$ cat config.mk
export PLATFORM = sky130hd
export DESIGN_NAME = fetch_stage
export DESIGN_NICKNAME = d
export VERILOG_FILES = /design/src/hw/riscv_pkg.sv /design/src/hw/fetch_stage.sv
export SDC_FILE = /design/constraint.sdc
export NUM_CORES = 1
export LEC_CHECK = 0
export BUFFER_PORTS_ARGS = -buffer_cell sky130_fd_sc_hd__buf_2
export CORE_MARGIN = 8
export CORE_UTILIZATION = 40
export DETAILED_ROUTE_END_ITERATION = 6
export PLACE_DENSITY = 0.87
export SLEW_MARGIN = 20
export SYNTH_ARGS = -nofsm -noshare
export SYNTH_HDL_FRONTEND = slang
export SYNTH_SLANG_ARGS = --single-unit
$ cat constraint.sdc
create_clock -name i_clk -period 4.64 [get_ports i_clk]
set_input_delay 0.232 -clock i_clk [delete_from_list [all_inputs] [get_ports i_clk]]
set_output_delay 0.232 -clock i_clk [all_outputs]
set_load 0.01 [all_outputs]
$ cat src/hw/riscv_pkg.sv
package riscv_pkg;

	typedef logic [31:0] word_t;
	typedef logic [4:0]  reg_idx_t;

	// major opcodes of the supported subset
	typedef enum logic [6:0] {
		OPC_OP     = 7'b0110011,
		OPC_OP_IMM = 7'b0010011,
		OPC_LUI    = 7'b0110111,
		OPC_LOAD   = 7'b0000011,
		OPC_STORE  = 7'b0100011,
		OPC_BRANCH = 7'b1100011
	} opcode_e;

	typedef enum logic [2:0] {
		ALU_ADD,
		ALU_SUB,
		ALU_AND,
		ALU_OR,
		ALU_XOR,
		ALU_PASS_B // result is operand b unchanged, used by LUI
	} alu_op_e;

	typedef struct packed {
		logic  valid;
		word_t pc;
		word_t inst;
	} if_id_t;

	typedef struct packed {
		logic     valid;
		reg_idx_t rd;
		alu_op_e  alu_op;
		logic     use_imm;
		logic     load;
		logic     store;
		logic     wr_en;
		word_t    op_a;
		word_t    op_b; // rs2 value, also the store data
		word_t    imm;
	} id_ex_t;

	typedef struct packed {
		logic     valid;
		reg_idx_t rd;
		logic     load;
		logic     store;
		logic     wr_en;
		word_t    alu_result;
		word_t    store_data;
	} ex_mem_t;

	typedef struct packed {
		logic     valid;
		logic     wr_en;
		reg_idx_t rd;
		word_t    result;
	} mem_wb_t;

endpackage

$ cat src/hw/fetch_stage.sv
module fetch_stage import riscv_pkg::*; (
	input  logic   i_clk,
	input  logic   i_arst_n,
	input  logic   i_run,
	input  logic   i_branch_taken,
	input  word_t  i_branch_target,
	input  word_t  i_inst,
	output word_t  o_pc,
	output if_id_t o_if_id
);

	word_t pc_q;
	word_t pc_next;

	always_comb begin
		if (!i_run) begin
			pc_next = '0; // parked at the reset vector while loading
		end else if (i_branch_taken) begin
			pc_next = i_branch_target;
		end else begin
			pc_next = pc_q + 32'd4;
		end
	end

	always_ff @(posedge i_clk or negedge i_arst_n) begin
		if (!i_arst_n) begin
			pc_q <= '0;
		end else begin
			pc_q <= pc_next;
		end
	end

	assign o_pc = pc_q;

	always_comb begin
		o_if_id.valid = i_run;
		o_if_id.pc    = pc_q;
		o_if_id.inst  = i_inst;
	end

endmodule

After elaboration in Yosys (flattened, before gate mapping):

Index checks and enable logic that the tools add are counted.

* add/sub/neg operators: 1
* multiplexer cells: 2

Operator list (count)
* $mux W32: 2
* $add A32 B3 Y32 const B: 1

* flip-flop bits (word level): 32
* input port bits: 68
* output and inout bits: 97
* logic and storage cells: 4

Longest topological paths before layout:

* depth after elaboration: 3
* gate-level depth with buffers: 6
* mapped depth without buffers: 5

Worst setup path after synthesis:

Ideal clock, no wire load.

* path kind: reg2reg
* from: register pc_q[2], in the netlist o_pc[2]
* to: register pc_q[26], in the netlist o_pc[26]
* setup time: 82 ps
* data arrival time: 1838 ps
* required time: 4558 ps
* path slack: 2721 ps
* stages on the path, launching flop included: 7
* cells stage by stage: dfrtp_1 ha_1 nand4_2 or2_1 clkbuf_1 or4_1 a31oi_1

* longest elaborated chain between the ends: 3

RTL lines
* start: declaration: RTL line fetch_stage.sv:12 `word_t pc_q;`
* start signal: assignment: RTL line fetch_stage.sv:29 `pc_q <= pc_next;`
* $add A32 B3 Y32: RTL line fetch_stage.sv:21 `pc_next = pc_q + 32'd4;`
* $mux W32: RTL line fetch_stage.sv:18 `end else if (i_branch_taken) begin`
* $mux W32: RTL line fetch_stage.sv:16 `if (!i_run) begin`
* via pc_next[26]: RTL line fetch_stage.sv:13 `word_t pc_next;`

The timed path passes the listed nets, and every way through them passes these cells.

Worst setup path after layout:

* from: register pc_q[10], in the netlist o_pc[10]
* to: register pc_q[23], in the netlist o_pc[23]

Same word-level chain as after synthesis.

==> flow_summary.ini <==
[floorplan]
fp.dieArea_mm2 = 0.00887
start_util_pct = 41.3
core_mm2 = 0.00592
die_h_um = 94.2
die_w_um = 94.2
row_count = 28
ioPinCount = 165

[critical_path]
cp_num_cells = 4
critPathTopFamily = simple AND/OR/NAND/NOR gates
end_kind = flop
r2r_slack_ns = 2.47
startpoint_type = flop
cp.required_ns = 4.84
crit_slowest_cell = nor3_1
arrival_ns = 2.37
path_max_fanout = 12
critical_path_class = flop to flop
path_buf_inv = 0
crit_top_cell = nor3_1
path_cells = nand4_1 > nor3_1 > a311oi_1 > nor3_1
r2r_cells = 4
slowest_delay_ns = 0.78

[synth]
syn-num-nets = 353
synth_flop_cell = dfrtp_1
ys_ff_latch = 32
synth-warning-count = 0
synth.distinct_cells = 39
synth_area_per_cell_um2 = 8.61
syn_area_mm2 = 0.00244
netlist_instances = 284
yosys-top-cells-area = dfrtp_1, buf_4, o21ai_0
synthArstFlopShare_pct = 100
ys_seq_area_share_pct = 32.8
synth_edf_count = 0
synth_top_cells_by_count = buf_4, dfrtp_1, o21ai_0
synth_top_cell_area_share_pct = 32.8
yosysTopAreaCell = dfrtp_1
yosysMostFrequentCell = buf_4

[grt]
overflow = 0
grtUsageTotal_pct = 15.6
antenna_found_initial = 0
grt_pass1_vias = 2182
grt_max_degree = 40
grt_first_pass_wirelength_um = 11000

[timing]
min_period_ns = 2.17
worst_pin_slew_ns = 1.03
slew_headroom_pct = 31.0
fin_skew_ns = 0.00490
clock.fmax_mhz = 461
whs_ns = 0.0101
post-route-period-util_pct = 46.8
setup_viol = 0
setup-tns-final_ns = 0
drv_slew = 0
rsz0062_at_grt = false
hold_viol = 0

[cts]
cts_tree = done
cts_buffers = 5
cts-htree-levels = 2
clock_path_buffers = 2
cts.repair.resized = 0
postCtsSetupBuffers = 0
clk_latency_ns = 0.29
clkTransAtPathRegs_ns = 0.07
cts_root_buf = clkbuf_8
clkSinkCount = 32
hold_buffers = 0

[layout]
fin_cells = 386
area_delta_synth_final_pct = 5.73
largest_register_ffs = 32
nFillCells = 573
nets = 379
diodes = 0
drive_gt1_share_pct = 36.0
fin_area_mm2 = 0.00258

[power_and_ir_drop]
p_sw_uw = 213
clockPowerShare_pct = 32.7
internal_power_uw = 479
p_sw_share_pct = 30.8
power_density_mw_per_mm2 = 268
combPwrFrac_pct = 19.8
ir_worst_vdd_uv = 137
p_seq_share_pct = 47.4
p_leak_uw = 0.00123

[routing]
via_per_inst = 5.63
drt_iter0_markers = 133
route.detailed.drc = 0
wire_per_inst_um = 17.9
dr.pass1.iters = 4
final_antenna_net_count = 0
vias = 2173
wirelength_um = 6920

[run]
cap_violations = 0

[min_path]
hold_class = input port to asynchronous set/reset pin

[placed_design]
dp_hpwl_um = 5110
place_area_mm2 = 0.00249
port-buffer-count = 100
place_congestion = 0.808
dp_cells = 378

[run_status]
status = completed
## path summary, 6_finish.rpt
check                                    from        to
setup / recovery                     o_pc[10]  o_pc[23]
hold / removal                       i_arst_n  o_pc[23]
setup reg to reg                     o_pc[10]  o_pc[23]
hold reg to reg                       o_pc[0]   o_pc[0]
max in group asynchronous            i_arst_n   o_pc[0]
min in group i_clk         i_branch_target[5]   o_pc[5]
## worst reg2reg max path, stage by stage, from the launching register on
cell and delay (ns):
dfrtp_1 0.45, nand4_1 0.41, nor3_1 0.78, a311oi_1 0.21, nor3_1 0.24
## kinds of logic (layout without fill, tap and decap cells)
kind of cell	count (synthesis)	in the layout	share of synthesized area, %
xor gates and xnor gates	12	12	4.30
and+or+nand+nor	92	92	22.0
AOI/OAI and AO/OA	58	58	16.0
adders and majority gates	1	1	0.512
muxes	3	3	1.23
DFF	32	32	32.8
buffers and inverters	86	113	23.2
## cell usage in the layout (no fill, tap or decap), drive strengths merged, types with 4 or more instances in the layout
| cell type | netlist | routed |
|---|---|---|
| nand4 | 8 | 8 |
| buf | 67 | 100 |
| and4 | 5 | 5 |
| inv | 5 | 5 |
| a21oi | 7 | 7 |
| dfrtp | 32 | 32 |
| nor2b | 11 | 11 |
| o21ai | 23 | 23 |
| a311oi | 13 | 13 |
| o211a | 5 | 5 |
| or3 | 5 | 5 |
| nand2b | 4 | 4 |
| nand3 | 9 | 9 |
| nor3 | 10 | 10 |
| nor4 | 8 | 8 |
| nand2 | 13 | 13 |
| clkbuf | 14 | 8 |
| xnor2 | 10 | 10 |
| nor2 | 10 | 10 |
## through the flow
stage	power, uW	setup slack [ns]	utilization [%]
after floorplan	451	2.72	-
after global placement	469	2.62	42.1
after detailed placement	473	2.43	42.1
after CTS	701	2.41	43.6
after global routing	729	2.23	43.7
final	692	2.47	43.7
## routing by layer
metal / global-route usage [%] / up-vias / wire length [um]
li1: - / 1003 / -
met1: 18.2 / 1019 / 2670
met2: 25.1 / 132 / 3250
met3: 6.31 / 19 / 882
met4: 5.94 / 0 / 110
met5: 0 / - / 0
## power by group through the flow
stage | clock network [uW] | logic [uW] | registers, uW
after detailed placement | 0 | 140 | 333
after global placement | 0 | 138 | 331
after global routing | 243 | 152 | 333
final | 227 | 137 | 328
after CTS | 233 | 140 | 328
after floorplan | 0 | 114 | 337
## area by class of cell
| type | instances | area, um^2 | share of cell area, % |
|---|---|---|---|
| repair buffers | 100 | 500 | 19.4 |
| well taps | 75 | 93.8 | 3.63 |
| multi-input cells | 166 | 1080 | 41.8 |
| inverters | 5 | 18.8 | 0.726 |
| flip-flops and latches | 32 | 801 | 31.0 |
| clock buffers | 8 | 90.1 | 3.48 |
(Power assumes the default switching activity.)
