$ cat src/hw/riscv_pkg.sv
package riscv_pkg;

	typedef logic [31:0] word_t;
	typedef logic [4:0]  reg_idx_t;

	// major opcodes of the supported subset
	typedef enum logic [6:0] {
		OPC_OP     = 7'b0110011,
		OPC_OP_IMM = 7'b0010011,
		OPC_LUI    = 7'b0110111,
		OPC_LOAD   = 7'b0000011,
		OPC_STORE  = 7'b0100011,
		OPC_BRANCH = 7'b1100011
	} opcode_e;

	typedef enum logic [2:0] {
		ALU_ADD,
		ALU_SUB,
		ALU_AND,
		ALU_OR,
		ALU_XOR,
		ALU_PASS_B // result is operand b unchanged, used by LUI
	} alu_op_e;

	typedef struct packed {
		logic  valid;
		word_t pc;
		word_t inst;
	} if_id_t;

	typedef struct packed {
		logic     valid;
		reg_idx_t rd;
		alu_op_e  alu_op;
		logic     use_imm;
		logic     load;
		logic     store;
		logic     wr_en;
		word_t    op_a;
		word_t    op_b; // rs2 value, also the store data
		word_t    imm;
	} id_ex_t;

	typedef struct packed {
		logic     valid;
		reg_idx_t rd;
		logic     load;
		logic     store;
		logic     wr_en;
		word_t    alu_result;
		word_t    store_data;
	} ex_mem_t;

	typedef struct packed {
		logic     valid;
		logic     wr_en;
		reg_idx_t rd;
		word_t    result;
	} mem_wb_t;

endpackage

$ cat src/hw/memory_controller.sv
module memory_controller import riscv_pkg::*; #(
	parameter int IMEM_DEPTH = 64,
	parameter int DMEM_DEPTH = 64
) (
	input  logic                          i_clk,
	input  logic                          i_arst_n,
	input  logic                          i_load_en,
	input  logic [$clog2(IMEM_DEPTH)-1:0] i_load_addr,
	input  word_t                         i_load_data,
	input  word_t                         i_pc,
	input  ex_mem_t                       i_ex_mem,
	output word_t                         o_inst,
	output mem_wb_t                       o_mem_wb,
	output logic [3:0]                    o_leds
);

	localparam int IMEM_AW = $clog2(IMEM_DEPTH);
	localparam int DMEM_AW = $clog2(DMEM_DEPTH);

	word_t              imem [IMEM_DEPTH];
	word_t              dmem [DMEM_DEPTH];
	logic [IMEM_AW-1:0] pc_idx;
	logic [DMEM_AW-1:0] data_idx;
	logic               do_store;
	logic [3:0]         leds_q;

	// word addresses drop the byte offset and wrap at the RAM depth
	assign pc_idx   = i_pc[IMEM_AW+1:2];
	assign data_idx = i_ex_mem.alu_result[DMEM_AW+1:2];
	assign do_store = i_ex_mem.valid && i_ex_mem.store;

	always_ff @(posedge i_clk) begin
		if (i_load_en) begin
			imem[i_load_addr] <= i_load_data;
		end
	end

	assign o_inst = imem[pc_idx];

	always_ff @(posedge i_clk) begin
		if (do_store) begin
			dmem[data_idx] <= i_ex_mem.store_data;
		end
	end

	always_ff @(posedge i_clk or negedge i_arst_n) begin
		if (!i_arst_n) begin
			leds_q <= '0;
		end else if (do_store && data_idx == '0) begin
			leds_q <= i_ex_mem.store_data[3:0]; // word 0 is mapped onto the LEDs
		end
	end

	assign o_leds = leds_q;

	always_comb begin
		o_mem_wb.valid  = i_ex_mem.valid;
		o_mem_wb.wr_en  = i_ex_mem.wr_en;
		o_mem_wb.rd     = i_ex_mem.rd;
		o_mem_wb.result = i_ex_mem.load ? dmem[data_idx] : i_ex_mem.alu_result;
	end

endmodule

$ cat config.mk
export PLATFORM = sky130hd
export DESIGN_NAME = memory_controller
export DESIGN_NICKNAME = d
export VERILOG_FILES = /design/src/hw/riscv_pkg.sv /design/src/hw/memory_controller.sv
export SDC_FILE = /design/constraint.sdc
export NUM_CORES = 2
export LEC_CHECK = 0
export CORE_MARGIN = 1.5
export CORE_UTILIZATION = 57
export CTS_CLUSTER_DIAMETER = 200
export DETAILED_ROUTE_END_ITERATION = 6
export DONT_BUFFER_PORTS = 1
export HOLD_SLACK_MARGIN = 0.05
export PLACE_DENSITY_LB_ADDON = 0.05
export SKIP_LAST_GASP = 1
export SLEW_MARGIN = 10
export SYNTH_ARGS = -nofsm -noshare
export SYNTH_HDL_FRONTEND = slang
export SYNTH_SLANG_ARGS = --single-unit
$ cat constraint.sdc
create_clock -name i_clk -period 2.2 [get_ports i_clk]
set_input_delay 0.11 -clock i_clk [delete_from_list [all_inputs] [get_ports i_clk]]
set_output_delay 0.11 -clock i_clk [all_outputs]
set_load 0.01 [all_outputs]
## Yosys cells after proc, flatten, opt, wreduce, memory -nomap -nowiden

Memory sizes are Yosys's and may differ from the RTL's.
Index checks and enable logic that the tools add are counted.

- Register bits: 4
- Bits in writable memories: 4096
- Word-level logic and storage cells: 11
- Memories kept: 2
- Bits of input ports: 146

- Mux-type cells: 5
- Reduce and logical (&&, ||, !) cells: 3

Memories:

| memory | words | width | rd ports | clocked after Yosys merged registers in | wr ports | line | text |
|---|---|---|---|---|---|---|---|
| dmem | 64 | 32 | 1 | 0 | 1 | memory_controller.sv:21 | `word_t dmem [DMEM_DEPTH];` |
| imem | 64 | 32 | 1 | 0 | 1 | memory_controller.sv:20 | `word_t imem [IMEM_DEPTH];` |

Operator list:

| operator | count |
|---|---|
| 2-to-1 mux 32 bit | 1 |
| zero test 6 bit | 1 |
| 2-to-1 mux 1 bit | 4 |
| logical AND 1 bit | 2 |

## Logic depth before layout (Yosys ltp)

- Word-level depth: 3
- Gate-level depth with buffers: 12
- Gate-level depth less buffers: 6

## Worst setup path after synthesis

No wires, ideal clock.

- Path kind: input port to flip-flop
- Start: input port i_load_addr[1]
- End: memory imem[32][0] in the netlist's numbering (enable)
- Arrival: 2859 ps
- Path slack: -1120 ps
- Path buffers: 1
- Stages on the path: 4
- Path through: clkbuf_1 > nor3b_1 > nand2_1 > nor3_1

RTL lines:

| element | line | text |
|---|---|---|
| from (decl) | memory_controller.sv:8 | `input logic [$clog2(IMEM_DEPTH)-1:0] i_load_addr,` |
| to (decl) | memory_controller.sv:20 |  |

Straight into the memory's write port.

==> run metrics <==
top post-synthesis cells by area=edfxtp_1 78%, mux4_2 11%, mux2i_1 1.6%, a221oi_1 1.3%, mux2_2 1.2%; Cell Area, Synth=157000 um2; worst reg2reg startpoint=o_leds[0]; commonest cells in the synthesized netlist=4096 x edfxtp_1, 746 x mux4_2, 267 x nor2_1; worst-margin pin slew=3.43 ns; Final Hold Slack=0.0535 ns; Post-synth EDFFs=4096; die height=527 um; initial drt markers=11100; initial antenna violation count=12; Yosys warnings=0; critical path class=input port to output pin; share of cells above drive strength 1=31.8%; grt ovf=0; failing checks=slew limit, setup timing; routed vias/inst=6.88; largest net degree at the start of global routing=491; dpl hpwl=251000 um; Port-buffer cells=0; Slew HR=-128%; most numerous cell in the Yosys netlist=edfxtp_1; worst setup path startpoint=i_ex_mem[35]; max_cap viols=0; initial core utilization=57.3%; DRT met1 WL=170000 um; Met3 Wirelength=43300 um; gpl congestion=0.885; Horiz. Die Dim=527 um; #FFs+latches synth=4100; Tcrit/Tclk final=219%; RSZ-0062 raised after global routing=true; Net Sw Frac=21.0%; clock latency on the worst-skew pair=0.96 ns; CTS clk-pin slew, worst paths=0.06 ns; area leader, netlist=edfxtp_1; die area=278000 um2; critical path arrival=4.70 ns; Yosys cell types=61; Final Slew Violations=889; Std-Cell Rows=192; Root Driver=clkbuf_16; Pint=130 mW; DRT Wirelength=454000 um; leakage=58.9 nW; Ports=221; CP endpoint=o_mem_wb[30]; first-pass GRT wire length=632000 um; Nets=8271; DR vias=82900; fin crit period=4.81 ns; Worst Slack Setup Final=-2.61 ns; Fmax achieved=208 MHz; RR Endpoint=o_leds[0]; H-Tree Depth=5; post-synth top area share=78.4%; Power Density=880 nW/um2; highest metal used=met5; r2r worst-path depth=1; worst vdd ir=0.751 mV; Sw Pwr=34.4 mW; post-DR wirelength/cell=37.7 um; Core ar.=274000 um2; Mapped Nets=7498; Main synth FF type=edfxtp_1; met2 WL=220000 um; CTS tree=built; average cell area after synthesis=21.3 um2; clock share of power=41.5%; clock skew=0 ns; Worst setup EP type=output pin; TritonCTS Buffers=406; vias in the first global route=81600; FILL cells=17200; clock sink total=4100; Worst Path Required=2.09 ns; R2R setup slack=1.39 ns; final setup fails=2116; all-layer global routing usage=32.5%; DR pass1 iterations=6; Seq/Total Area, Yosys=78.5%; clock tree buffer depth=4; Final Hold Vio Count=0; ANT nets after route=0; ys async rst share=0.0976%; cell count after synthesis=7352; register share of total power=52.7%; Core Util, Final=68.1%; Min-Delay Path Class=input port to asynchronous set/reset pin; CP max FO=433; Remaining DRCs=0; outcome=finished, violations left; combinational share of power=5.8%; Syn-to-layout area delta=18.8%; crit start category=input port
## metrics by stage
step / setup slack (ns) / instances / setup TNS (ns) / power, mW / area, um2
after floorplan: -0.341 / 7352 / -674.47 / 92.6 / 157000
after global placement: -0.758 / 11200 / -50.82 / 94.5 / 168000
after detailed placement: -0.613 / 11200 / -41.75 / 94.6 / 168000
after CTS: -1.19 / 12000 / -58.17 / 164 / 186000
after global routing: -1.18 / 12100 / -54.59 / 168 / 186000
final: -2.61 / 12100 / -1464.04 / 164 / 186000
## logic make-up after synthesis
logic type	Yosys count	synth area share, %
buffers and inverters	477	1.50
and+or+nand+nor	526	1.47
AOI/OAI and AO/OA	1084	5.00
DFF	4100	78.5
muxes	1165	13.5
## worst min-delay path by stage
stage	to	slack, ns	cells past startpoint
2_1_floorplan	o_leds[0]	-0.19	0
3_3_place_gp	o_leds[0]	-0.19	0
3_5_place_dp	o_leds[2]	-0.19	0
4_1_cts	o_leds[1]	0.05	2
5_1_grt	o_leds[1]	0.09	2
6_report	o_leds[0]	0.05	2
## flip-flops by register name, summed over array words and instances, names as in the netlist
signal,count
o_leds,4
dmem,2048
imem,2048
## layer usage
layer,vias to the layer above,GRT usage [%]
met5,-,0
li1,32900,-
met4,12,12.7
met3,953,5.70
met1,44200,45.1
met2,4809,52.1
## repair_timing
item | 4_1_cts | 5_1_grt
cloned | 0 | 5
endpoints found under the hold margin | 6295 | 111
setup buffers | 2 | 5
pin swaps | 146 | 90
gates resized for setup | 363 | 96
setup endpoints to repair | 64 | 96
hold buffers | 148 | 2
## cell usage in the layout (no fill, tap or decap), types with 85 or more instances in the layout
master,synthesis,routed
mux4_2,746,746
nor2_1,267,112
o22ai_1,140,94
nand2_1,120,97
clkinv_1,0,92
dlygate4sd3_1,0,85
nor2_4,0,143
o21ai_0,134,102
a221oi_1,235,183
clkbuf_16,0,417
buf_4,58,389
mux2_2,173,167
mux2i_1,246,238
a22oi_1,199,156
buf_12,0,243
edfxtp_1,4096,4096
a21oi_1,141,120
## critical path: stages
cell and delay, ns:
mux4_2 1.66, nand3_1 0.18, and3_4 0.29, o2111ai_2 0.12
buf_4 0.20, o32a_1 0.39, buf_4 0.17
## cell type report
| cell class | instances | area (um2) | share of cell area [%] |
|---|---|---|---|
| flip-flops and latches | 4100 | 123000 | 66.1 |
| multi-input cells | 2775 | 34600 | 18.6 |
| repair buffers | 837 | 11100 | 5.97 |
| clock buffers | 499 | 10700 | 5.75 |
| well taps | 3589 | 4490 | 2.41 |
| clock inverters | 247 | 2250 | 1.21 |
| inverters | 5 | 27.5 | 0.0148 |
| diodes | 3 | 7.51 | 0.00403 |
## power groups by stage
stage               clock network, mW  registers (mW)  logic [mW]
detailed placement                  0            88.1        6.50
CTS                              68.8            86.4        8.73
global placement                    0            88.1        6.48
global route                     71.6            86.4        9.62
floorplan                           0            88.1        4.47
finish                           68.0            86.4        9.45
Note: power is estimated with default switching activity, not from simulation.
