### config.mk
export PLATFORM = sky130hd
export DESIGN_NAME = decode_stage
export DESIGN_NICKNAME = d
export VERILOG_FILES = /design/src/hw/riscv_pkg.sv /design/src/hw/decode_stage.sv
export SDC_FILE = /design/constraint.sdc
export NUM_CORES = 2
export LEC_CHECK = 0
export BUFFER_PORTS_ARGS = -buffer_cell sky130_fd_sc_hd__buf_2
export CAP_MARGIN = 15
export CORE_MARGIN = 2
export CORE_UTILIZATION = 45
export DETAILED_ROUTE_END_ITERATION = 8
export PLACE_DENSITY_LB_ADDON = 0.08
export SYNTH_ARGS = -nofsm -noshare
export SYNTH_HDL_FRONTEND = slang
export SYNTH_SLANG_ARGS = --single-unit
### constraint.sdc
create_clock -name i_clk -period 4.4 [get_ports i_clk]
set_input_delay 0.22 -clock i_clk [delete_from_list [all_inputs] [get_ports i_clk]]
set_output_delay 0.22 -clock i_clk [all_outputs]
set_load 0.05 [all_outputs]
### src/hw/riscv_pkg.sv
package riscv_pkg;

	typedef logic [31:0] word_t;
	typedef logic [4:0]  reg_idx_t;

	// major opcodes of the supported subset
	typedef enum logic [6:0] {
		OPC_OP     = 7'b0110011,
		OPC_OP_IMM = 7'b0010011,
		OPC_LUI    = 7'b0110111,
		OPC_LOAD   = 7'b0000011,
		OPC_STORE  = 7'b0100011,
		OPC_BRANCH = 7'b1100011
	} opcode_e;

	typedef enum logic [2:0] {
		ALU_ADD,
		ALU_SUB,
		ALU_AND,
		ALU_OR,
		ALU_XOR,
		ALU_PASS_B // result is operand b unchanged, used by LUI
	} alu_op_e;

	typedef struct packed {
		logic  valid;
		word_t pc;
		word_t inst;
	} if_id_t;

	typedef struct packed {
		logic     valid;
		reg_idx_t rd;
		alu_op_e  alu_op;
		logic     use_imm;
		logic     load;
		logic     store;
		logic     wr_en;
		word_t    op_a;
		word_t    op_b; // rs2 value, also the store data
		word_t    imm;
	} id_ex_t;

	typedef struct packed {
		logic     valid;
		reg_idx_t rd;
		logic     load;
		logic     store;
		logic     wr_en;
		word_t    alu_result;
		word_t    store_data;
	} ex_mem_t;

	typedef struct packed {
		logic     valid;
		logic     wr_en;
		reg_idx_t rd;
		word_t    result;
	} mem_wb_t;

endpackage

### src/hw/decode_stage.sv
module decode_stage import riscv_pkg::*; (
	input  logic    i_clk,
	input  logic    i_arst_n,
	input  if_id_t  i_if_id,
	input  mem_wb_t i_mem_wb,
	output logic    o_branch_taken,
	output word_t   o_branch_target,
	output id_ex_t  o_id_ex
);

	word_t      regs [32];
	reg_idx_t   rs1;
	reg_idx_t   rs2;
	word_t      rs1_val;
	word_t      rs2_val;
	word_t      imm_i;
	word_t      imm_s;
	word_t      imm_u;
	word_t      imm_b;
	logic [2:0] funct3;
	logic [6:0] funct7;
	logic       wb_we;
	logic       known;
	logic       taken;

	assign rs1    = i_if_id.inst[19:15];
	assign rs2    = i_if_id.inst[24:20];
	assign funct3 = i_if_id.inst[14:12];
	assign funct7 = i_if_id.inst[31:25];

	assign imm_i = {{20{i_if_id.inst[31]}}, i_if_id.inst[31:20]};
	assign imm_s = {{20{i_if_id.inst[31]}}, i_if_id.inst[31:25], i_if_id.inst[11:7]};
	assign imm_u = {i_if_id.inst[31:12], 12'b0};
	assign imm_b = {{19{i_if_id.inst[31]}}, i_if_id.inst[31], i_if_id.inst[7],
		i_if_id.inst[30:25], i_if_id.inst[11:8], 1'b0};

	assign wb_we = i_mem_wb.valid && i_mem_wb.wr_en && (i_mem_wb.rd != '0);

	always_ff @(posedge i_clk or negedge i_arst_n) begin
		if (!i_arst_n) begin
			regs <= '{default: '0};
		end else if (wb_we) begin
			regs[i_mem_wb.rd] <= i_mem_wb.result;
		end
	end

	// x0 is never written, so it keeps reading zero
	assign rs1_val = (wb_we && i_mem_wb.rd == rs1) ? i_mem_wb.result : regs[rs1];
	assign rs2_val = (wb_we && i_mem_wb.rd == rs2) ? i_mem_wb.result : regs[rs2];

	always_comb begin
		o_id_ex      = '0;
		o_id_ex.rd   = i_if_id.inst[11:7];
		o_id_ex.op_a = rs1_val;
		o_id_ex.op_b = rs2_val;
		known        = 1'b0;
		taken        = 1'b0;
		case (opcode_e'(i_if_id.inst[6:0]))
			OPC_OP: begin
				o_id_ex.wr_en = 1'b1;
				if (funct7 == 7'b0100000 && funct3 == 3'b000) begin
					o_id_ex.alu_op = ALU_SUB;
					known          = 1'b1;
				end else if (funct7 == 7'b0000000) begin
					known = 1'b1;
					case (funct3)
						3'b000:  o_id_ex.alu_op = ALU_ADD;
						3'b100:  o_id_ex.alu_op = ALU_XOR;
						3'b110:  o_id_ex.alu_op = ALU_OR;
						3'b111:  o_id_ex.alu_op = ALU_AND;
						default: known = 1'b0;
					endcase
				end
			end
			OPC_OP_IMM: begin
				known           = (funct3 == 3'b000); // only ADDI
				o_id_ex.wr_en   = 1'b1;
				o_id_ex.use_imm = 1'b1;
				o_id_ex.imm     = imm_i;
			end
			OPC_LUI: begin
				known           = 1'b1;
				o_id_ex.wr_en   = 1'b1;
				o_id_ex.use_imm = 1'b1;
				o_id_ex.alu_op  = ALU_PASS_B;
				o_id_ex.imm     = imm_u;
			end
			OPC_LOAD: begin
				known           = (funct3 == 3'b010);
				o_id_ex.wr_en   = 1'b1;
				o_id_ex.load    = 1'b1;
				o_id_ex.use_imm = 1'b1;
				o_id_ex.imm     = imm_i;
			end
			OPC_STORE: begin
				known           = (funct3 == 3'b010);
				o_id_ex.store   = 1'b1;
				o_id_ex.use_imm = 1'b1;
				o_id_ex.imm     = imm_s;
			end
			OPC_BRANCH: begin
				// a branch travels on as a valid payload that writes nothing
				known = (funct3 == 3'b000) || (funct3 == 3'b001);
				taken = (funct3[0]) ? (rs1_val != rs2_val) : (rs1_val == rs2_val);
			end
			default: known = 1'b0;
		endcase
		o_id_ex.valid  = known && i_if_id.valid;
		o_branch_taken = known && taken && i_if_id.valid;
	end

	assign o_branch_target = i_if_id.pc + imm_b;

endmodule

Word level (Yosys, flattened, before mapping)
Cells that the tools add are included.
{ "word_totals": {"out_inout_bits": 142, "inputBits": 106, "elab_cells": 100, "reg_bits": 1024} }
{ "op_classes": {"bitwise": 3, "n_reduce_logical": 18, "n_eq_ne": 16, "n_mux": 26, "order_cmp": 4, "addsub": 1} }
{ "op_table": {"columns": ["op", "count"], "rows": [
  ["$bwmux W1024", 1],
  ["$bmux W32 S5", 2],
  ["$mux W32", 7],
  ["$demux W32 S5", 1],
  ["$pmux W32 S3", 1],
  ["$add A32 B32 Y32", 1],
  ["$eq A32 B32 Y1", 1],
  ["$ne A32 B32 Y1", 1],
  ["$eq A7 B6 Y1 const B", 4],
  ["$ge A6 B6 Y1 const B", 3],
  ["$not A5 Y6", 3],
  ["$reduce_or A4 Y1", 3],
  ["$eq A5 B5 Y1", 2],
  ["$eq A3 B3 Y1 const B", 3],
  ["$logic_and A1 B1 Y1", 9],
  ["$mux W1", 9],
  ["$pmux W3 S3", 1],
  ["$eq A7 B2 Y1 const B", 1],
  ["$eq A7 B5 Y1 const B", 1],
  ["$eq A7 B7 Y1 const B", 1],
  ["$logic_not A7 Y1", 1],
  ["$lt A6 B1 Y1 const B", 1],
  ["$mux W3", 2],
  ["$pmux W3 S2", 1],
  ["7 further kinds", 8]
]} }

Logic depth before layout (Yosys ltp)
{ "depth": {"word_depth": 10, "depth_mapped": 16, "ltp_nobuf": 13} }

Least setup slack after synthesis
Ideal clock, no wire load.
{ "synth_timing": {"path_type": "input to output", "from": "in i_if_id[16] (netlist bit)", "to": "out o_branch_taken", "t_arrival_ns": 4.550, "n_path_buf": 6, "required_ns": 4.180, "stages": 15, "setup_slack_ns": -0.370, "path_cell_list": "buf_2 buf_2 buf_1 buf_2 buf_1 clkbuf_1 mux4_2 a22oi_1 a21oi_1 nor2_1 o21ai_0 xnor2_1 nand4_1 o31a_1 o211a_1"} }
{ "synth_rtl": {"columns": ["element", "line", "rtl"], "rows": [
  ["start: declaration", "decode_stage.sv:4", "input if_id_t i_if_id,"],
  ["end: declaration", "decode_stage.sv:6", "output logic o_branch_taken,"]
]} }

Final worst setup path
{ "layout_timing": {"from": "reg regs[395] (netlist bit)", "to": "out o_branch_taken"} }
{ "layout_between": {"elab_chain_len": 9, "word_cells_on_any_way": 14, "cone_classes": "2 x eq/ne; 10 x mux; 2 x reduce/logical"} }
{ "layout_rtl": {"columns": ["element", "line", "rtl"], "rows": [
  ["start: declaration", "decode_stage.sv:11", "word_t regs [32];"],
  ["start signal: indexed assignment", "decode_stage.sv:43", "regs[i_mem_wb.rd] <= i_mem_wb.result;"],
  ["$bmux W32 S5, on equally long branches", "decode_stage.sv:48, decode_stage.sv:49", null],
  ["$mux W32, on equally long branches (3 in series)", "decode_stage.sv:48, decode_stage.sv:49", null],
  ["$eq A32 B32 Y1 / $ne A32 B32 Y1 (equally long branches)", "decode_stage.sv:104", "taken = (funct3[0]) ? (rs1_val != rs2_val) : (rs1_val == rs2_val);"],
  ["$mux W1 *", "decode_stage.sv:104", null],
  ["$mux W1 *", "decode_stage.sv:58", "case (opcode_e'(i_if_id.inst[6:0]))"],
  ["$logic_and A1 B1 Y1 * (2 in series)", "decode_stage.sv:109", "o_branch_taken = known && taken && i_if_id.valid;"]
]} }
Every way passes the cells marked *; elsewhere a longest branch is shown, timed or not. The select of a mux whose other input is x is not followed.

==> metrics <==
Routed WL=approximately 190 mm; vias in the first global route=approximately 38000; worst-path cell chain=mux4_2 -> mux2_2 -> mux4_2 -> mux2_2 -> xor2_1 -> or4_4 -> nor4b_4 -> nand4b_1 -> o31a_1 -> o211a_4 -> buf_6; Worst Tran Pin Value=around 1200 ps; Hold Vio Cnt, Final=0; Tcrit/Tclk final=109%; pin count of the biggest net entering global routing=about 150; PortBufs=245; Pint=approximately 19000 uW; initial antenna violation count=12; Fill cells=roughly 11000; gr ovfl total=0; Cell Rows=about 130; Post-Syn Nets=just over 4000; Critical-path top delay cell=or4_4; Area Overhead vs Synth=15.1%; final setup fails=1; synth top area cells=dfrtp_1, mux4_2, mux2_2; Worst Setup Start Kind=flip-flop; Synth Flop Type=dfrtp_1; Die Wd=approximately 360 um; Vias/cell=between 6 and 7; post-synth top area share=45.4%; Arrival @ worst endpoint=around 4600 ps; kind of end point of the critical path=primary output; Non-Filler Instances=5822; fmax=~210 MHz; mapped cell area=~0.056 mm^2; Worst Hold Slack=62.3 ps; Worst Skew=0 ps; cell taking the most area after synthesis=dfrtp_1; Reg2Reg Depth=1; Yosys warnings=0; failing checks=setup timing; R2R Setup Slk=approximately 3600 ps; first-iteration detailed-routing DRC count=around 3400; sequential share of power=around 42%; max-cap check violation count=0; antenna-violating nets left=0; commonest cells after routing, fill and taps aside=dfrtp_1, mux2_2, mux4_2; H-tree levels=3; hpwl dp=111 mm; Reg area=approximately 0.026 mm^2; hold crit path type=in2reg; Clock Path Buffers=3; Worst-path clk slew=approximately 70 ps; largest fanout on the critical path=3; postcts setup bufs=0; slew margin rel.=22.9%; Logic pwr share=between 20% and 30%; Cell variety after synth=60; Root Buffer=clkbuf_16; boundary pin count=around 250; Seq/Total Area, Yosys=between 40% and 50%; total CTS buffers=around 120; drt first pass iters=8; Synth async-reset ratio=100%; Worst-Skew Late Latency=between 700 and 800 ps; Clk pwr share=between 30% and 40%; final worst slack=-399 ps; Synth Area per Inst=14.4 um^2; unrepaired setup endpoints after global routing=true; Seq cells post-synth=slightly above 1000; crit path from=regs[395]$_DFFE_PN0P_; CTS tree=done; post-DR wirelength/cell=32.4 um; Core Box Area=roughly 0.12 mm^2; CTS Sinks=around 1000; DR vias=37380; placer congestion estimate=0.802; LEAKAGE=between 0.02 and 0.03 uW; Worst Path Required=around 4200 ps; post-synthesis instance total=just under 4000; nets=4225; final worst path period need=4800 ps; Top Registers=regs x1024; CP peak stage delay=between 500 and 600 ps; Power per Cell Area=about 420 mW/mm^2; global-route wire length before repair=around 270 mm; r2r startpoint=regs[650]$_DFFE_PN0P_; Die Area=approximately 0.13 mm^2; Die Ht=358 um; GRT Total Usage=29.7%; Multi-input gate area=approximately 0.03 mm^2; status=complete, but fails checks; layout cells sized above 1=between 50 and 60%; worst setup path end=o_branch_taken; Starting Density=between 40 and 50%; R2R Path End=regs[650]$_DFFE_PN0P_; commonest non-fill, non-tap cell in the layout=dfrtp_1; critical path class=reg2out; number of flops mapped to enable cells by yosys=0; Net Sw Power=7890 uW; fin area=around 0.065 mm^2; Placed Area=0.0610 mm^2; Placed Instances=roughly 5600; worst vdd rail ir drop=349 uV; count of pins over their slew limit=0; DRC=0; max FFs per register=1024; Top reg by flops=regs; Sw Ratio=between 20 and 30%
power by group through the flow:
stage / Sequential [uW] / Clock [uW] / Combinational (uW)
6_report: 11500 / 9990 / 5780
4_1_cts: 11500 / 10200 / 5810
5_1_grt: 11700 / 10600 / 6150
3_5_place_dp: 11600 / 0 / 5770
3_3_place_gp: 11600 / 0 / 5700
2_1_floorplan: 11300 / 0 / 4080
worst min-delay path by stage:
stage	start	end	slack, ps	cells after the start
2_1_floorplan	i_arst_n	regs[0]$_DFFE_PN0P_	-80	0
3_3_place_gp	i_arst_n	regs[983]$_DFFE_PN0P_	250	1
3_5_place_dp	i_arst_n	regs[983]$_DFFE_PN0P_	260	1
4_1_cts	i_mem_wb[16]	regs[976]$_DFFE_PN0P_	10	2
5_1_grt	i_mem_wb[16]	regs[176]$_DFFE_PN0P_	60	2
6_report	i_mem_wb[16]	regs[976]$_DFFE_PN0P_	60	2
layer usage:
metal | global-route usage (%) | wire (um)
met5 | 0 | 40
met4 | 9.29 | 6280
met3 | 4.74 | 11100
met2 | 47.7 | 90800
met1 | 41.6 | 80400
kinds of logic after synthesis:
logic type               after synthesis  synth area share (%)
multiplexers                        1529                  41.0
XOR/XNOR                              63                 0.977
adder cells (fa/ha/maj)               31                 0.700
flip-flops                          1024                  45.4
AND/OR/NAND/NOR                      337                  2.76
AO/OA/AOI/OAI                        487                  5.94
buffers and inverters                457                  3.30
area by class of cell:
cell class | instances | area share (%)
antenna | 2 | 0.00770
inverter | 22 | 0.127
timing repair buffer | 478 | 6.06
multi-input combinational | 2447 | 45.2
tap | 1637 | 3.15
clock inverter | 39 | 0.616
clock buffer | 173 | 5.43
sequential | 1024 | 39.4
what timing repair did:
action                                  4_1_cts  5_1_grt
resized for setup                             9        1
endpoints found under the setup margin        1        1
hold endpoints to repair                    154        0
pin swaps                                     4        1
hold buffers                                  1        0
cell usage after synthesis (all sizes together) (6+ instances only):
| master | count |
|---|---|
| buf | 91 |
| xnor2 | 25 |
| a221o | 27 |
| nor2b | 18 |
| and3 | 6 |
| a21o | 32 |
| mux4 | 524 |
| dfrtp | 1024 |
| a211oi | 26 |
| mux2 | 1004 |
| o21bai | 7 |
| ha | 30 |
| xor2 | 38 |
| nand3b | 7 |
| or3 | 9 |
| nand2 | 124 |
| a31oi | 6 |
| a22oi | 208 |
| o21ai | 66 |
| a21oi | 95 |
| clkbuf | 344 |
| inv | 22 |
| and2 | 12 |
| nand2b | 9 |
| nor4 | 9 |
| nor2 | 95 |
| nand3 | 14 |
| nor3 | 19 |
worst max-delay path, delay by kind of cell, from the launching register on:
family,cells,cell delay [ps]
AO/OA/AOI/OAI,2,540
XOR/XNOR,1,170
buffers and inverters,1,160
flip-flops,1,410
multiplexers,4,1510
AND/OR/NAND/NOR,3,1040
stage by stage:
| stage | TNS (ps) | total power, uW | utilization [%] | worst slack, ps |
|---|---|---|---|---|
| floorplan | 0 | 15400 | - | 0.533 |
| global placement | -287 | 17300 | 49.2 | -287 |
| detailed placement | -263 | 17400 | 49.2 | -263 |
| CTS | -406 | 27500 | 52.3 | -406 |
| global route | -534 | 28400 | 52.4 | -534 |
| finish | -399 | 27300 | 52.4 | -399 |
(Power assumes the default switching activity.)
