### config.mk
export PLATFORM = sky130hd
export DESIGN_NAME = execute_stage
export DESIGN_NICKNAME = d
export VERILOG_FILES = /design/src/hw/riscv_pkg.sv /design/src/hw/execute_stage.sv
export SDC_FILE = /design/constraint.sdc
export NUM_CORES = 1
export LEC_CHECK = 0
export BUFFER_PORTS_ARGS = -buffer_cell sky130_fd_sc_hd__buf_4
export CORE_UTILIZATION = 45
export DETAILED_ROUTE_END_ITERATION = 8
export PLACE_DENSITY = 0.75
export SYNTH_ARGS = -nofsm -noshare
export SYNTH_HDL_FRONTEND = slang
export SYNTH_SLANG_ARGS = --single-unit
### constraint.sdc
create_clock -name vclk -period 11
set_input_delay 2.2 -clock vclk [all_inputs]
set_output_delay 2.2 -clock vclk [all_outputs]
set_load 0.005 [all_outputs]
### src/hw/riscv_pkg.sv
package riscv_pkg;

	typedef logic [31:0] word_t;
	typedef logic [4:0]  reg_idx_t;

	// major opcodes of the supported subset
	typedef enum logic [6:0] {
		OPC_OP     = 7'b0110011,
		OPC_OP_IMM = 7'b0010011,
		OPC_LUI    = 7'b0110111,
		OPC_LOAD   = 7'b0000011,
		OPC_STORE  = 7'b0100011,
		OPC_BRANCH = 7'b1100011
	} opcode_e;

	typedef enum logic [2:0] {
		ALU_ADD,
		ALU_SUB,
		ALU_AND,
		ALU_OR,
		ALU_XOR,
		ALU_PASS_B // result is operand b unchanged, used by LUI
	} alu_op_e;

	typedef struct packed {
		logic  valid;
		word_t pc;
		word_t inst;
	} if_id_t;

	typedef struct packed {
		logic     valid;
		reg_idx_t rd;
		alu_op_e  alu_op;
		logic     use_imm;
		logic     load;
		logic     store;
		logic     wr_en;
		word_t    op_a;
		word_t    op_b; // rs2 value, also the store data
		word_t    imm;
	} id_ex_t;

	typedef struct packed {
		logic     valid;
		reg_idx_t rd;
		logic     load;
		logic     store;
		logic     wr_en;
		word_t    alu_result;
		word_t    store_data;
	} ex_mem_t;

	typedef struct packed {
		logic     valid;
		logic     wr_en;
		reg_idx_t rd;
		word_t    result;
	} mem_wb_t;

endpackage

### src/hw/execute_stage.sv
module execute_stage import riscv_pkg::*; (
	input  id_ex_t  i_id_ex,
	output ex_mem_t o_ex_mem
);

	word_t operand_a;
	word_t operand_b;
	word_t alu_out;

	assign operand_a = i_id_ex.op_a;
	assign operand_b = i_id_ex.use_imm ? i_id_ex.imm : i_id_ex.op_b;

	always_comb begin
		case (i_id_ex.alu_op)
			ALU_ADD: begin
				alu_out = operand_a + operand_b; // wraps at 32 bits
			end
			ALU_SUB: begin
				alu_out = operand_a - operand_b;
			end
			ALU_AND: begin
				alu_out = operand_a & operand_b;
			end
			ALU_OR: begin
				alu_out = operand_a | operand_b;
			end
			ALU_XOR: begin
				alu_out = operand_a ^ operand_b;
			end
			ALU_PASS_B: begin
				alu_out = operand_b;
			end
			default: begin
				alu_out = '0;
			end
		endcase
	end

	always_comb begin
		o_ex_mem.valid      = i_id_ex.valid;
		o_ex_mem.rd         = i_id_ex.rd;
		o_ex_mem.load       = i_id_ex.load;
		o_ex_mem.store      = i_id_ex.store;
		o_ex_mem.wr_en      = i_id_ex.wr_en;
		o_ex_mem.alu_result = alu_out; // doubles as the load/store address
		o_ex_mem.store_data = i_id_ex.op_b;
	end

endmodule

Word level (Yosys, flattened, before mapping). Cells that the tools add are included.

Add/subtract/negate cells: 2. Equal/unequal tests: 5. Muxes and demuxes: 2. Bitwise logic cells: 3. Reduce and logical (&&, ||, !) cells: 1.

Operators by type and width (number): $pmux 32 s6 (1); $add 32x32->32 (1); $and 32x32->32 (1); $mux 32 (1); $or 32x32->32 (1); $sub 32x32->32 (1); $xor 32x32->32 (1); $eq 3x2->1 const B (2); $eq 3x3->1 const B (2); $eq 3x1->1 const B (1); $logic_not 3->1 (1).

Register bits: 0. Bits of input ports: 109. Output and inout port bits: 73. Logic and storage cells: 13.

Depth between registers and ports, before layout. Gate-level depths: netlist of the first run.

Depth in word-level cells: 3. Gate-level depth with buffers: 21. Mapped depth without buffers: 18.

Worst setup path after synthesis of the first run. OpenSTA, ideal clock, no wires.

Path type: in2out. From: input port i_id_ex[99] in the netlist's numbering. To: output port o_ex_mem[62] in the netlist's numbering. Data arrival time: 6966 ps. Data required time: 8800 ps. Setup slack: 1834 ps. Stages: 21. Buffers on the path: 3. Cells stage by stage: buf_6 -> buf_2 -> buf_1 -> mux2i_1 -> ha_1 -> o21ai_0 -> or3_1 -> nor2_2 -> nand4_1 -> o21ai_0 -> xnor2_1 -> ha_1 -> and2_1 -> a221oi_2 -> o21ai_1 -> or3b_1 -> or2_1 -> a311o_1 -> a31oi_1 -> mux2i_1 -> o21ai_1.

RTL lines: start, declared (line execute_stage.sv:2) `input id_ex_t i_id_ex,`; end, declared (line execute_stage.sv:3) `output ex_mem_t o_ex_mem`.

==> impl_metrics.toml, run 1 <==
[yosys]
synthesis.area_per_instance_um2 = 6.99
ys_warn_count = 0
synth_top_area_cell = "sky130_fd_sc_hd__ha_1"
post_synth_inst_count = 706
yosys.cell_types.count = 59
synthDominantCellAreaShare_pct = 24.6
postSynthNetCount = 913
syn_area_mm2 = 0.00494
ys_top_cells_by_area = "sky130_fd_sc_hd__ha_1, sky130_fd_sc_hd__mux2i_1, sky130_fd_sc_hd__xnor2_1, sky130_fd_sc_hd__buf_4, sky130_fd_sc_hd__o21ai_0"
synth.yosys.seq_area_share_pct = 0

[hold_path]
hp-start = "i_id_ex[96]"
hold_class = "in2out"
timing.hold.worst_endpoint = "o_ex_mem[64]"
min_path_cells = 0

[die]
die_w_um = 107
initial_utilization_pct = 47.2
die-area_mm2 = 0.0114
boundaryPins = 182
core_mm2 = 0.0105
row_count = 37
die-height_um = 107

[grt]
grt_start_max_net_pins = 49
grt_pass1_wl_mm = 24.9
grt_overflow_total = 0
first_global_vias = 5248
number_of_antenna_violations_at_the_first_check_in_global_routing = 0
gr-usage-all-layers_pct = 26.3

[cts]
postCtsResizedCells = 0
postCtsSetupBuffers = 0
holdBufCountCts = 0

[cells_and_area]
n_sequential_cell = 0
area.sequential_um2 = 0
num-clock-buffers = 0
num-nets-final = 1013
layout.cells.most_common = "sky130_fd_sc_hd__buf_4"
fill_cells = 1022
final_layout_size_suffix_gt1_share_pct = 21.6
finalInstanceArea_mm2 = 0.00592
finish.cell_count_without_fillers = 940
final_cell_mix = "sky130_fd_sc_hd__buf_4, sky130_fd_sc_hd__ha_1, sky130_fd_sc_hd__inv_1"
antennaDiodeCount = 0
syn_to_final_growth_pct = 20.0

[sta]
max_clock_freq_ghz = 0.102
totalNegativeSetupSlack_ps = 0
grt_setup_unrepaired = "no"
finalHoldViolCount = 0
worstMarginPinSlew_ps = 1160
post-route-period-util_pct = 88.9
setup_viol = 0
slew_violations = 0
finalCriticalPeriod_ps = 9780
worst_rel_slew_slack_pct = 22.2

[drt]
detailroute.via_count = 5466
firstDrtPassIters = 5
drtAntennaViolNets = 0
drt_drc_violations_left = 0
wire_per_inst_um = 16.4
via_per_inst = 5.81
detail_route.wirelength_mm = 15.4
first_iter_violations = 247

[status]
outcome = "completed"

[placed_design]
dp_hpwl_mm = 12.3
buffer_ports.inserted = 164
placed_area_mm2 = 0.00592
finalWeightedCongestion = 0.950
dpl.cell_count = 940

[setup_path]
setup.worst_path.class = "in2out"
cp_data_arrival_time_ps = 7580
critPathRequiredTime_ps = 8800
critPathMaxFanout = 48
critical_path.startpoint_type = "input port"
end_kind = "output pin"

[job]
max-cap-violations = 0

[pwr]
power_density_relative_to_cell_area_mw_per_mm2 = 57.5
worst_ir_drop_vdd_v = 0.0000343
power.leakage_nw = 3.03
[metal layers]
| layer | global-route usage, % | wire length, um | vias up |
|---|---|---|---|
| li1 | - | - | 2674 |
| met1 | 34.2 | 6720 | 2552 |
| met2 | 47.5 | 7420 | 221 |
| met3 | 1.46 | 1050 | 19 |
| met4 | 5.97 | 255 | 0 |
| met5 | 0 | 0 | - |
[cell type report]
class,instances,area (um2),area share [%]
Multi-Input combinational cell,564,4220,71.3
Timing Repair Buffer,167,1250,21.2
Tap cell,136,170,2.87
Inverter,73,274,4.63
[where the power goes]
group          switching [mW]  internal [mW]
Sequential                  0              0
Clock                       0              0
Combinational           0.182          0.159
Total                   0.182          0.159
[cell families after synthesis]
| group | after synthesis | synth area share, % |
|---|---|---|
| AOI/OAI and AO/OA | 212 | 27.6 |
| and+or+nand+nor | 163 | 15.9 |
| buffers and inverters | 142 | 14.4 |
| adders and majority gates | 98 | 25.0 |
| xor gates and xnor gates | 52 | 9.23 |
| muxes | 39 | 7.91 |
[through the flow]
stage,hold WS [ps],setup WS [ps],total power [mW],utilization (%)
floorplan,4470,1830,0.223,-
global placement,4400,1480,0.327,56.6
detailed placement,4400,1320,0.336,56.6
CTS,4400,1290,0.338,56.6
global route,4400,801,0.377,56.6
finish,4400,1220,0.341,56.6
[worst max-delay path by stage]
stage                      from            to  slack (ps)  cells after the start
floorplan           i_id_ex[99]  o_ex_mem[62]        1830                     21
global placement    i_id_ex[99]  o_ex_mem[62]        1480                     20
detailed placement  i_id_ex[99]  o_ex_mem[62]        1320                     20
CTS                 i_id_ex[99]  o_ex_mem[62]        1290                     20
global route        i_id_ex[99]  o_ex_mem[62]         800                     20
finish              i_id_ex[99]  o_ex_mem[62]        1220                     20
[critical path, stage by stage]
cell,delay [ps]
sky130_fd_sc_hd__buf_4,550
sky130_fd_sc_hd__mux2i_1,490
sky130_fd_sc_hd__ha_1,260
sky130_fd_sc_hd__o21ai_0,140
sky130_fd_sc_hd__or3_1,470
sky130_fd_sc_hd__nor2_2,170
sky130_fd_sc_hd__nand4_1,250
sky130_fd_sc_hd__o21ai_0,290
sky130_fd_sc_hd__xnor2_1,150
sky130_fd_sc_hd__ha_1,290
sky130_fd_sc_hd__and2_1,220
sky130_fd_sc_hd__a221oi_2,250
sky130_fd_sc_hd__o21ai_1,140
sky130_fd_sc_hd__or3b_1,400
sky130_fd_sc_hd__or2_1,240
sky130_fd_sc_hd__a311o_1,380
sky130_fd_sc_hd__a31oi_1,210
sky130_fd_sc_hd__mux2i_1,230
sky130_fd_sc_hd__o21ai_1,70
sky130_fd_sc_hd__buf_4,160
[cells in the mapped netlist, types with 7 or more instances]
cell type,number
sky130_fd_sc_hd__xnor2_1,40
sky130_fd_sc_hd__a21o_1,11
sky130_fd_sc_hd__a22o_1,9
sky130_fd_sc_hd__xor2_1,12
sky130_fd_sc_hd__mux2i_1,39
sky130_fd_sc_hd__inv_1,73
sky130_fd_sc_hd__nor2_1,53
sky130_fd_sc_hd__clkbuf_1,21
sky130_fd_sc_hd__nand2_1,39
sky130_fd_sc_hd__nor3_1,14
sky130_fd_sc_hd__buf_4,41
sky130_fd_sc_hd__a221oi_1,8
sky130_fd_sc_hd__o21ai_0,60
sky130_fd_sc_hd__o22ai_1,18
sky130_fd_sc_hd__ha_1,97
sky130_fd_sc_hd__nand4_1,8
sky130_fd_sc_hd__nand3_1,7
sky130_fd_sc_hd__a21oi_1,45
sky130_fd_sc_hd__o211ai_1,8
Power figures use the tool's default switching activity.
==> run 2, diff against run 1 <==
Settings changed: REMOVE_ABC_BUFFERS from default to 1.
==> run 2 against run 1 <==
Combinational power barely moved. Flip-flop and latch count did not move. Routed wire length fell by 1.8%. Utilization rose by 0.096 points. Cell count rose by 0.11%. Critical endpoint unchanged.
==> impl_metrics.toml, run 2 (synthesis results as in run 1) <==
[status]
outcome = "completed"

[grt]
number_of_antenna_violations_at_the_first_check_in_global_routing = 0
grt_overflow_total = 0
grt_pass1_wl_mm = 23.8
first_global_vias = 5102
grt_start_max_net_pins = 48
gr-usage-all-layers_pct = 25.3

[sta]
grt_setup_unrepaired = "no"
max_clock_freq_ghz = 0.104
worstMarginPinSlew_ps = 1190
setup_viol = 0
setup_ws_ps = 1410
slew_violations = 0
post-route-period-util_pct = 87.2
finalCriticalPeriod_ps = 9590
worst_rel_slew_slack_pct = 20.7
finalHoldViolCount = 0
totalNegativeSetupSlack_ps = 0

[drt]
first_iter_violations = 240
drtAntennaViolNets = 0
wire_per_inst_um = 16.1
via_per_inst = 5.82
detailroute.via_count = 5476
firstDrtPassIters = 5
detail_route.wirelength_mm = 15.2
drt_drc_violations_left = 0

[setup_path]
cp_data_arrival_time_ps = 7390
critPathRequiredTime_ps = 8800
path_delay_family = "simple AND/OR/NAND/NOR gates"
critical_path.cell_chain = "buf_4, mux2i_1, ha_1, o21ai_0, or3_1, nor2_2, nand4_1, o21ai_0, xnor2_1, ha_1, and2_1, a221oi_2, o21ai_1, or3b_1, or2_1, a311o_1, a31oi_1, mux2i_1, o21ai_1, buf_4"
critical_path.startpoint_type = "input port"
end_kind = "output pin"
cp_slowest_stage_delay_ps = 470
setup.worst_path.class = "in2out"
cp_slowest_cell = "sky130_fd_sc_hd__or3_1"
crit_buf_inv = 2
critPathMaxFanout = 32

[die]
row_count = 37
boundaryPins = 182
die_w_um = 107
initial_utilization_pct = 47.2
core_mm2 = 0.0105
die-area_mm2 = 0.0114
die-height_um = 107

[pwr]
worst_ir_drop_vdd_v = 0.0000287
power_density_relative_to_cell_area_mw_per_mm2 = 57.3
total_power_uw = 340
power.leakage_nw = 3.03

[cts]
postCtsResizedCells = 0
holdBufCountCts = 0
postCtsSetupBuffers = 0

[placed_design]
finalWeightedCongestion = 0.928
placed_area_mm2 = 0.00593
dp_hpwl_mm = 12.0
dpl.cell_count = 941
buffer_ports.inserted = 164
detailedPlace.worstSlack_ps = 1490

[cells_and_area]
antennaDiodeCount = 0
area.sequential_um2 = 0
final_layout_size_suffix_gt1_share_pct = 21.9
finish.cell_count_without_fillers = 941
num-nets-final = 1014
fill_cells = 1030
n_sequential_cell = 0
final_cell_mix = "sky130_fd_sc_hd__buf_4, sky130_fd_sc_hd__ha_1, sky130_fd_sc_hd__inv_1"
layout.cells.most_common = "sky130_fd_sc_hd__buf_4"
multi_input_area_mm2 = 0.00423
num-clock-buffers = 0
finalInstanceArea_mm2 = 0.00593
syn_to_final_growth_pct = 20.2

[job]
max-cap-violations = 0

[hold_path]
hold_class = "in2out"
## run 2: final cells by class
| class | count | area share [%] |
|---|---|---|
| repair buffers | 168 | 21.3 |
| well taps | 136 | 2.87 |
| inverters | 73 | 4.62 |
| multi-input cells | 564 | 71.3 |
## run 2: stage by stage
step / utilization, % / hold slack (ps)
2_1_floorplan: - / 4400
5_1_grt: 56.7 / 4400
3_3_place_gp: 56.7 / 4400
3_5_place_dp: 56.7 / 4400
6_report: 56.7 / 4400
4_1_cts: 56.7 / 4400
## run 2: report_power, final
part / internal [mW] / total, mW / leakage, nW / switching, mW
Combinational: 0.159 / 0.340 / 3.03 / 0.181
Clock: 0 / 0 / 0 / 0
Sequential: 0 / 0 / 0 / 0
Total: 0.159 / 0.340 / 3.03 / 0.181
## run 2: final timing paths
kind                    start      endpoint  cells after the start
setup / recovery  i_id_ex[99]  o_ex_mem[62]                     20
hold / removal    i_id_ex[96]  o_ex_mem[64]                      0
## run 2: metal layers
metal	global-route usage [%]	vias to the layer above	wire length (um)
met5	0	-	0
met4	5.97	0	287
met3	1.16	22	815
met2	44.9	215	7090
met1	33.6	2558	6980
li1	-	2681	-
==> run 3, diff against run 2 <==
Settings changed: CORE_UTILIZATION 45 to 25, PLACE_DENSITY 0.75 to 0.47.
Clock period 11 ns to 9.95 ns, I/O delays scaled along.
==> run 3 against run 2 <==
Clock-buffer cell count did not move. Routed wire length increased by 13%. Critical path depth unchanged. First-iteration DRC count grew 18%. Setup slack worse by 580 ps.
==> impl_metrics.toml, run 3 (synthesis results as in run 1) <==
[status]
outcome = "completed"

[setup_path]
setup.worst_path.class = "in2out"
critPathRequiredTime_ps = 7960
critical_path.cell_chain = "buf_4, mux2i_1, ha_1, o21ai_0, or3_1, nor2_2, nand4_1, o21ai_0, xnor2_1, ha_1, and2_1, a221oi_2, o21ai_1, or3b_1, or2_1, a311o_1, a31oi_1, mux2i_1, o21ai_1, buf_4"
path_delay_family = "simple AND/OR/NAND/NOR gates"
critical_path.startpoint_type = "input port"
crit_buf_inv = 2
end_kind = "output pin"
critPathMaxFanout = 17
cp_slowest_cell = "sky130_fd_sc_hd__or3_1"
cp_data_arrival_time_ps = 7130
cp_slowest_stage_delay_ps = 480

[hold_path]
hold_class = "in2out"

[pwr]
power_density_relative_to_cell_area_mw_per_mm2 = 61.8
worst_ir_drop_vdd_v = 0.0000261
power.leakage_nw = 3.06

[cts]
postCtsResizedCells = 0
postCtsSetupBuffers = 0
holdBufCountCts = 0

[sta]
setup_viol = 0
max_clock_freq_ghz = 0.110
post-route-period-util_pct = 91.7
grt_setup_unrepaired = "no"
finalCriticalPeriod_ps = 9120
slew_violations = 0
worstMarginPinSlew_ps = 1060
finalHoldViolCount = 0
worst_rel_slew_slack_pct = 29.0
totalNegativeSetupSlack_ps = 0

[cells_and_area]
antennaDiodeCount = 0
final_cell_mix = "sky130_fd_sc_hd__buf_4, sky130_fd_sc_hd__ha_1, sky130_fd_sc_hd__inv_1"
final_layout_size_suffix_gt1_share_pct = 22.2
num-nets-final = 1019
n_sequential_cell = 0
num-clock-buffers = 0
finalInstanceArea_mm2 = 0.00614
syn_to_final_growth_pct = 24.4
area.sequential_um2 = 0
layout.cells.most_common = "sky130_fd_sc_hd__buf_4"

[drt]
first_iter_violations = 282
wire_per_inst_um = 15.9
drt_drc_violations_left = 0
detail_route.wirelength_mm = 17.1
routed-wl-met2_mm = 7.69
drtAntennaViolNets = 0
route.layer.met1.wl_mm = 8.68
via_per_inst = 4.85
detailroute.via_count = 5219
route.top_layer_used = "met4"
firstDrtPassIters = 4
dr_wl_met3_um = 710

[grt]
first_global_vias = 4974
grt_overflow_total = 0
number_of_antenna_violations_at_the_first_check_in_global_routing = 0
grt_start_max_net_pins = 48
gr-usage-all-layers_pct = 16.5
grt_pass1_wl_mm = 26.7

[die]
initial_utilization_pct = 25.4
die-height_um = 143
row_count = 51
die-area_mm2 = 0.0203
die_w_um = 143
core_mm2 = 0.0194
boundaryPins = 182

[placed_design]
buffer_ports.inserted = 164
finalWeightedCongestion = 0.846
placed_area_mm2 = 0.00614
dp_hpwl_mm = 13.7

[job]
max-cap-violations = 0
-- run 3: cell types whose count changed in the layout (fill, tap and decap cells not counted), sizes merged --
cell | previous run | this run
buf | 168 | 173
-- run 3: cell type report --
cell class	instances	area, um2
Fill cell	2189	13300
Multi-Input combinational cell	564	4220
Timing Repair Buffer	173	1310
Tap cell	265	332
Inverter	73	274
-- run 3: path summary, 6_finish.rpt --
path	cells past startpoint	to	slack, ps	from
worst max-delay path	20	o_ex_mem[62]	830	i_id_ex[99]
worst min-delay path	0	o_ex_mem[64]	3980	i_id_ex[96]
-- run 3: where the power goes --
group          total [mW]  leakage, nW  switching, mW  internal [mW]
combinational       0.380         3.06          0.202          0.177
sequential              0            0              0              0
clock                   0            0              0              0
-- run 3: metrics by stage --
stage	utilization (%)	setup slack [ps]	instances	hold WS, ps	total power, mW
after CTS	31.7	844	1075	3980	0.383
after global placement	31.7	965	1075	3980	0.381
after detailed placement	31.7	879	1075	3980	0.381
after floorplan	-	2070	637	3980	0.224
final	31.7	828	1075	3980	0.380
after global routing	31.7	509	1075	3980	0.427
-- run 3: layer usage --
layer / vias up / global-route usage (%)
li1: 2700 / -
met1: 2378 / 23.9
met2: 139 / 27.9
met3: 2 / 1.11
met4: 0 / 0.113
met5: - / 0
